`config.mk`:
```
export PLATFORM = sky130hd
export DESIGN_NAME = branch_predict_top
export DESIGN_NICKNAME = d
export VERILOG_FILES = /design/src/hw/blt_pkg.sv /design/src/hw/branch_lookup_table.sv /design/src/hw/branch_predict_top.sv /design/src/hw/fetch_pc.sv /design/src/hw/match_encoder.sv /design/src/hw/resolve_branch.sv
export SDC_FILE = /design/constraint.sdc
export NUM_CORES = 2
export LEC_CHECK = 0
export BUFFER_PORTS_ARGS = -buffer_cell sky130_fd_sc_hd__buf_2
export CAP_MARGIN = 10
export CORE_MARGIN = 5
export CORE_UTILIZATION = 41
export CTS_CLUSTER_DIAMETER = 40
export DETAILED_ROUTE_END_ITERATION = 16
export PLACE_DENSITY = 0.58
export REMOVE_ABC_BUFFERS = 1
export SLEW_MARGIN = 5
export SYNTH_ARGS = -nofsm -noshare
export SYNTH_HDL_FRONTEND = slang
export SYNTH_HIERARCHICAL = 1
export SYNTH_SLANG_ARGS = --single-unit
```
`constraint.sdc`:
```
create_clock -name clk -period 16 [get_ports clk]
set_clock_uncertainty 0.05 [all_clocks]
set_input_delay 4 -clock clk [delete_from_list [all_inputs] [get_ports clk]]
set_output_delay 4 -clock clk [all_outputs]
set_load 0.01 [all_outputs]
```
`src/hw/blt_pkg.sv`:
```
`default_nettype none

package blt_pkg;

  // result of resolving one branch against its prediction.
  typedef enum logic [1:0] {
    OUTCOME_CORRECT,
    OUTCOME_WRONG_DIRECTION,
    OUTCOME_WRONG_TARGET
  } outcome_e;

  // sequential fetch step in bytes.
  localparam int unsigned INSTR_BYTES = 4;

  // index width for a table of the given depth, never below one bit.
  function automatic int unsigned idx_bits(input int unsigned entries);
    if (entries > 1) begin
      return $clog2(entries);
    end
    return 1;
  endfunction

endpackage

`default_nettype wire

```
`src/hw/branch_lookup_table.sv`:
```
`default_nettype none

module branch_lookup_table #(
  parameter int ADDR_WIDTH = 32,
  parameter int BLT_SIZE   = 32
) (
  input  wire logic                  clk,
  input  wire logic                  reset,

  input  wire logic                  write,
  input  wire logic [ADDR_WIDTH-1:0] write_key,
  input  wire logic [ADDR_WIDTH-1:0] write_val,
  input  wire logic                  taken,

  input  wire logic [ADDR_WIDTH-1:0] read_key,
  output      logic [ADDR_WIDTH-1:0] read_val,
  output      logic                  read_valid
);

  import blt_pkg::*;

  localparam int IDX_W = idx_bits(BLT_SIZE);

  // key = branch pc, val = target address.
  logic [ADDR_WIDTH-1:0] keys [BLT_SIZE];
  logic [ADDR_WIDTH-1:0] vals [BLT_SIZE];
  logic [BLT_SIZE-1:0]   valid;
  logic [BLT_SIZE-1:0]   taken_bits;

  logic [IDX_W-1:0]      ptr;       // round-robin victim.
  logic [IDX_W-1:0]      ptr_next;

  logic [BLT_SIZE-1:0]   read_match;
  logic [BLT_SIZE-1:0]   write_match;
  logic [IDX_W-1:0]      read_index;
  logic [IDX_W-1:0]      write_index;
  logic                  read_hit;
  logic                  write_hit;

  assign ptr_next = (ptr == IDX_W'(BLT_SIZE - 1)) ? '0 : ptr + 1'b1;

  // parallel compare for both ports.
  always_comb begin
    for (int j = 0; j < BLT_SIZE; j++) begin
      read_match[j]  = valid[j] && (keys[j] == read_key);
      write_match[j] = valid[j] && (keys[j] == write_key);
    end
  end

  assign read_hit  = |read_match;
  assign write_hit = |write_match;

  match_encoder #(
    .WIDTH (BLT_SIZE)
  ) u_read_encoder (
    .in  (read_match),
    .out (read_index)
  );

  match_encoder #(
    .WIDTH (BLT_SIZE)
  ) u_write_encoder (
    .in  (write_match),
    .out (write_index)
  );

  // only a taken entry makes a prediction.
  assign read_valid = read_hit && taken_bits[read_index];
  assign read_val   = read_hit ? vals[read_index] : '0;

  always_ff @(posedge clk) begin
    if (reset) begin
      valid <= '0;
      ptr   <= '0;
    end else if (write && !write_hit) begin
      valid[ptr] <= 1'b1;
      ptr        <= ptr_next;
    end
  end

  always_ff @(posedge clk) begin
    if (write) begin
      if (write_hit) begin
        // existing key, update in place.
        vals[write_index]       <= write_val;
        taken_bits[write_index] <= taken;
      end else begin
        keys[ptr]       <= write_key;
        vals[ptr]       <= write_val;
        taken_bits[ptr] <= taken;
      end
    end
  end

endmodule

`default_nettype wire

```
`src/hw/branch_predict_top.sv`:
```
`default_nettype none

module branch_predict_top #(
  parameter int                    ADDR_WIDTH = 32,
  parameter int                    BLT_SIZE   = 32,
  parameter logic [ADDR_WIDTH-1:0] RESET_PC   = '0
) (
  input  wire logic                  clk,
  input  wire logic                  reset,

  input  wire logic                  fetch_enable,
  output      logic [ADDR_WIDTH-1:0] fetch_pc,
  output      logic                  predict_taken,
  output      logic [ADDR_WIDTH-1:0] predict_target,

  input  wire logic                  resolve_valid,
  input  wire logic [ADDR_WIDTH-1:0] resolve_pc,
  input  wire logic                  resolve_taken,
  input  wire logic [ADDR_WIDTH-1:0] resolve_target,
  input  wire logic                  predicted_taken,
  input  wire logic [ADDR_WIDTH-1:0] predicted_target,

  output      logic                  redirect,
  output      blt_pkg::outcome_e     redirect_cause,
  output      logic [ADDR_WIDTH-1:0] redirect_pc
);

  // table update from resolve.
  logic                  blt_write;
  logic [ADDR_WIDTH-1:0] blt_write_key;
  logic [ADDR_WIDTH-1:0] blt_write_val;
  logic                  blt_taken;

  fetch_pc #(
    .ADDR_WIDTH (ADDR_WIDTH),
    .RESET_PC   (RESET_PC)
  ) u_fetch_pc (
    .clk            (clk),
    .reset          (reset),
    .fetch_enable   (fetch_enable),
    .predict_taken  (predict_taken),
    .predict_target (predict_target),
    .redirect       (redirect),
    .redirect_pc    (redirect_pc),
    .pc             (fetch_pc)
  );

  branch_lookup_table #(
    .ADDR_WIDTH (ADDR_WIDTH),
    .BLT_SIZE   (BLT_SIZE)
  ) u_blt (
    .clk        (clk),
    .reset      (reset),
    .write      (blt_write),
    .write_key  (blt_write_key),
    .write_val  (blt_write_val),
    .taken      (blt_taken),
    .read_key   (fetch_pc),
    .read_val   (predict_target),
    .read_valid (predict_taken)
  );

  resolve_branch #(
    .ADDR_WIDTH (ADDR_WIDTH)
  ) u_resolve (
    .resolve_valid    (resolve_valid),
    .resolve_pc       (resolve_pc),
    .resolve_taken    (resolve_taken),
    .resolve_target   (resolve_target),
    .predicted_taken  (predicted_taken),
    .predicted_target (predicted_target),
    .redirect         (redirect),
    .redirect_pc      (redirect_pc),
    .redirect_cause   (redirect_cause),
    .write            (blt_write),
    .write_key        (blt_write_key),
    .write_val        (blt_write_val),
    .taken            (blt_taken)
  );

endmodule

`default_nettype wire

```
`src/hw/fetch_pc.sv`:
```
`default_nettype none

module fetch_pc #(
  parameter int                    ADDR_WIDTH = 32,
  parameter logic [ADDR_WIDTH-1:0] RESET_PC   = '0
) (
  input  wire logic                  clk,
  input  wire logic                  reset,
  input  wire logic                  fetch_enable,

  input  wire logic                  predict_taken,
  input  wire logic [ADDR_WIDTH-1:0] predict_target,

  input  wire logic                  redirect,
  input  wire logic [ADDR_WIDTH-1:0] redirect_pc,

  output      logic [ADDR_WIDTH-1:0] pc
);

  import blt_pkg::*;

  logic [ADDR_WIDTH-1:0] seq_pc;
  logic [ADDR_WIDTH-1:0] next_pc;

  assign seq_pc = pc + ADDR_WIDTH'(INSTR_BYTES);

  // redirect beats prediction, prediction beats sequential.
  always_comb begin
    if (redirect) begin
      next_pc = redirect_pc;
    end else if (fetch_enable) begin
      next_pc = predict_taken ? predict_target : seq_pc;
    end else begin
      next_pc = pc;  // stalled.
    end
  end

  always_ff @(posedge clk) begin
    if (reset) begin
      pc <= RESET_PC;
    end else begin
      pc <= next_pc;
    end
  end

endmodule

`default_nettype wire

```
`src/hw/match_encoder.sv`:
```
`default_nettype none

module match_encoder #(
  parameter int WIDTH = 32
) (
  input  wire logic [WIDTH-1:0]                      in,
  output      logic [blt_pkg::idx_bits(WIDTH)-1:0]   out
);

  import blt_pkg::*;

  localparam int OUT_W = idx_bits(WIDTH);

  // scan from the top so the lowest set bit wins.
  always_comb begin
    out = '0;
    for (int i = WIDTH - 1; i >= 0; i--) begin
      if (in[i]) begin
        out = OUT_W'(i);
      end
    end
  end

endmodule

`default_nettype wire

```
`src/hw/resolve_branch.sv`:
```
`default_nettype none

module resolve_branch #(
  parameter int ADDR_WIDTH = 32
) (
  input  wire logic                  resolve_valid,
  input  wire logic [ADDR_WIDTH-1:0] resolve_pc,
  input  wire logic                  resolve_taken,
  input  wire logic [ADDR_WIDTH-1:0] resolve_target,
  input  wire logic                  predicted_taken,
  input  wire logic [ADDR_WIDTH-1:0] predicted_target,

  output      logic                  redirect,
  output      logic [ADDR_WIDTH-1:0] redirect_pc,
  output      blt_pkg::outcome_e     redirect_cause,

  output      logic                  write,
  output      logic [ADDR_WIDTH-1:0] write_key,
  output      logic [ADDR_WIDTH-1:0] write_val,
  output      logic                  taken
);

  import blt_pkg::*;

  logic wrong_direction;
  logic wrong_target;

  assign wrong_direction = predicted_taken != resolve_taken;
  assign wrong_target    = predicted_taken && resolve_taken &&
                           (predicted_target != resolve_target);

  always_comb begin
    redirect_cause = OUTCOME_CORRECT;  // also when idle.
    if (resolve_valid) begin
      if (wrong_direction) begin
        redirect_cause = OUTCOME_WRONG_DIRECTION;
      end else if (wrong_target) begin
        redirect_cause = OUTCOME_WRONG_TARGET;
      end
    end
  end

  assign redirect = resolve_valid && (wrong_direction || wrong_target);

  // recovery path follows the actual direction.
  assign redirect_pc = resolve_taken ? resolve_target
                                     : resolve_pc + ADDR_WIDTH'(INSTR_BYTES);

  // taken branches allocate or refresh; a predicted-taken miss clears the taken bit.
  assign write     = resolve_valid && (resolve_taken || predicted_taken);
  assign write_key = resolve_pc;
  assign write_val = resolve_taken ? resolve_target : predicted_target;
  assign taken     = resolve_taken;

endmodule

`default_nettype wire

```
==> impl_metrics.tcl <==
set metrics [dict create \
    status "finished clean" \
    die-area_um2 272000 \
    synth_top_cell_by_area "edfxtp_1" \
    ys_ff_latch 2149 \
    core_um2 260000 \
    synthMostInstantiatedCell "edfxtp_1" \
    tightest_slew_ns 1.38 \
    nets 7932 \
    grt_pass1_vias 71300 \
    synth_commonest_cells "2080 x edfxtp_1, 1294 x xor2_1, 788 x xnor2_1, 477 x nor4_1, 360 x nand4_1" \
    crit_path_max_fanout 79 \
    synth_fa_ha_area_share_pct 0.105 \
    die_x_um 521 \
    tns_ns 0 \
    synth_ff_type "edfxtp_1" \
    wl_per_cell_um 37.2 \
    yosysWarnings 6 \
    dp_slack_ns 4.29 \
    cp-end-kind "primary output" \
    synth_area_um2 107000 \
    clock.fmax_ghz 0.0785 \
    cts_root_buf "clkbuf_16" \
    yosysSeqAreaShare_pct 59.5 \
    yosysTopAreaCellShare_pct 58.2 \
    path_class "reg2out" \
    avgViaCountPerCell 6.28 \
    final_max_slew_viol_count 0 \
    worst_ep_arrival_time_ns 8.69 \
    worstHoldPathType "reg2reg" \
    die_height_um 521 \
    drive_above_1_share_pct 19.9 \
    cts_setup_buffers 0 \
    period_share_pct 79.6 \
    routed_wl_mm 433 \
    cts_sinks 2149 \
    period_minus_slack_ns 12.74 \
    p_leak_uw 0.0410 \
    antenna_left 0 \
    synthTopCellsByArea "edfxtp_1 58%, xor2_1 11%, mux4_2 6.9%, xnor2_1 6.4%, nor4_1 2.8%" \
    synthMuxAreaShare_pct 7.54 \
    numCtsBuffers 359 \
    post_cts_resized 0 \
    dr.pass1.iters 6 \
    ctsHoldBuffers 0 \
    htreeDepth 5 \
    syn_inst 7463 \
    fin_ws_ns 3.26 \
    setup_viol 0 \
    vias 73100 \
    initial_core_util_pct 41.3 \
    crit_path_end "predict_target[17]" \
    antenna_found_initial 30 \
    relSlewSlack_pct 8.04 \
    cap_viol_max_count 0 \
    cp_data_required_time_ns 11.95 \
    drtIter0Drc 9668 \
    avgSynthCellArea_um2 14.4 \
    synth_top_family_by_area "XOR/XNOR gates" \
    grt_pass1_wl_mm 587 \
    rows 187 \
    r2r-start "u_fetch_pc/pc[20]" \
    synthArstFlopShare_pct 0 \
    gr-usage-all-layers_pct 30.8 \
    grt_max_degree 151 \
    clock_latency_ns 0.93 \
    ios 202 \
    yosysUniqueCellTypes 97 \
    hold_viol_final 0 \
    reg2reg_to "u_fetch_pc/pc[24]" \
    syn_to_final_growth_pct 17.0 \
    synth_xor_area_share_pct 17.0 \
    synth_edf_count 2080 \
    ff2ff_setup_slack_ns 6.51 \
    tritoncts "done" \
    cp-start-kind "register" \
    gp_congestion 0.969 \
    yosys.area_share.simple_pct 9.93 \
    place_hpwl_mm 268 \
    synth_compound_area_share_pct 2.71 \
    critPathLaunch "u_fetch_pc/pc[20]" \
    clockBufferDepth 4 \
    r2r_cells 20 \
    drc 0 \
    cts.clk_slew.worst_paths_ns 0.05 \
    overflow 0 \
    p_per_area_nw_per_um2 125 \
    port_buffers 201 \
    irDropWorstVdd_v 0.0000992 \
    rsz0062_at_grt "false" \
    final_core_util_pct 48.3 \
    num-fill-cells 22300 \
]
==> layout by cell type, fill, tap and decap left out, types with 24 or more instances in the layout <==
cell and count:
a41oi_1 24, nand4_1 360, o2bb2ai_4 24, a21oi_1 59, inv_6 45, buf_4 278
nor3_1 110, o21ai_0 51, clkinv_2 28, mux4_2 330, xor2_1 1294, dfxtp_4 32
inv_1 112, clkinvlp_4 44, nor2_1 205, nand3_1 182, nor4_1 476, nand2_1 212
clkinv_1 41, buf_2 168, nand2b_1 61, dfxtp_1 37, xnor2_1 788, mux2i_1 50
clkbuf_16 369, bufinv_16 51, or4_1 28, edfxtp_1 2080, o2bb2ai_1 40, clkinv_4 30
clkbuf_1 35
==> logic make-up (layout without fill, tap and decap cells) <==
kind of cell    count (synthesis)  in the layout
compound gates                379            379
xor+xnor                     2082           2082
fa+ha+maj                       9              9
buf+inv                       582           1250
flops                        2149           2149
mux                           394            394
other cells                     0             16
simple gates                 1868           1868
==> power by group <==
| group | leakage [µW] | switching, µW | internal [µW] |
|---|---|---|---|
| Clock | 0.00604 | 2970 | 5130 |
| Sequential | 0.0193 | 140 | 6230 |
| Combinational | 0.0157 | 868 | 321 |
==> how the worst min path moves through the flow <==
stage               startpoint         endpoint  slack [ns]  cells past startpoint
2_1_floorplan  u_blt/valid[11]  u_blt/valid[11]        0.41                      2
3_3_place_gp   u_blt/valid[11]  u_blt/valid[11]        0.48                      2
3_5_place_dp   u_blt/valid[11]  u_blt/valid[11]        0.49                      2
4_1_cts        u_blt/valid[11]  u_blt/valid[11]        0.51                      2
5_1_grt        u_blt/valid[11]  u_blt/valid[11]        0.52                      2
6_report       u_blt/valid[30]  u_blt/valid[30]        0.52                      2
==> sequential cells by signal, indices dropped and copies added, names as in the netlist <==
signal and cells:
u_fetch_pc/pc 32, u_blt/keys 1024, u_blt/ptr 5, u_blt/valid 32, u_blt/taken_bits 32, u_blt/vals 1024
==> worst max-delay path: stages (launching register included) <==
cell	delay [ns]
dfxtp_4	0.77
buf_4	0.59
xor2_1	0.14
nor4_1	0.56
nand4_1	0.23
nor3_1	0.90
nor3b_2	0.31
nor3_1	0.07
o31ai_1	0.21
o2111ai_1	0.21
a221oi_4	0.44
buf_12	0.43
buf_4	0.80
mux4_2	0.61
mux4_2	0.50
mux2i_1	0.31
nor2_1	0.12
buf_2	0.17
==> stage by stage <==
stage / hold slack, ns / cells / total power, µW / cell area [µm²]
finish: 0.518 / 11600 / 15700 / 126000
global route: 0.521 / 11600 / 16000 / 125000
CTS: 0.511 / 11600 / 15700 / 125000
detailed placement: 0.493 / 11000 / 7620 / 113000
global placement: 0.483 / 10900 / 7620 / 113000
floorplan: 0.406 / 6995 / 6920 / 104000
==> cell type report <==
class / count / area, µm² / area share (%)
sequential: 2149 / 64000 / 51.0
multi-input combinational: 4732 / 40800 / 32.5
clock buffer: 409 / 9430 / 7.52
tap: 3496 / 4370 / 3.48
timing repair buffer: 465 / 3270 / 2.61
clock inverter: 262 / 3240 / 2.58
inverter: 114 / 428 / 0.341
antenna: 16 / 40.0 / 0.0319
==> metal layers <==
metal / vias to the layer above / routed length, µm / track usage [%]
li1: 29200 / - / -
met1: 38100 / 174000 / 42.0
met2: 4912 / 193000 / 47.1
met3: 954 / 46800 / 8.03
met4: 12 / 20100 / 12.4
met5: - / 69 / 0
No activity file was read; power rests on OpenSTA's default activity.
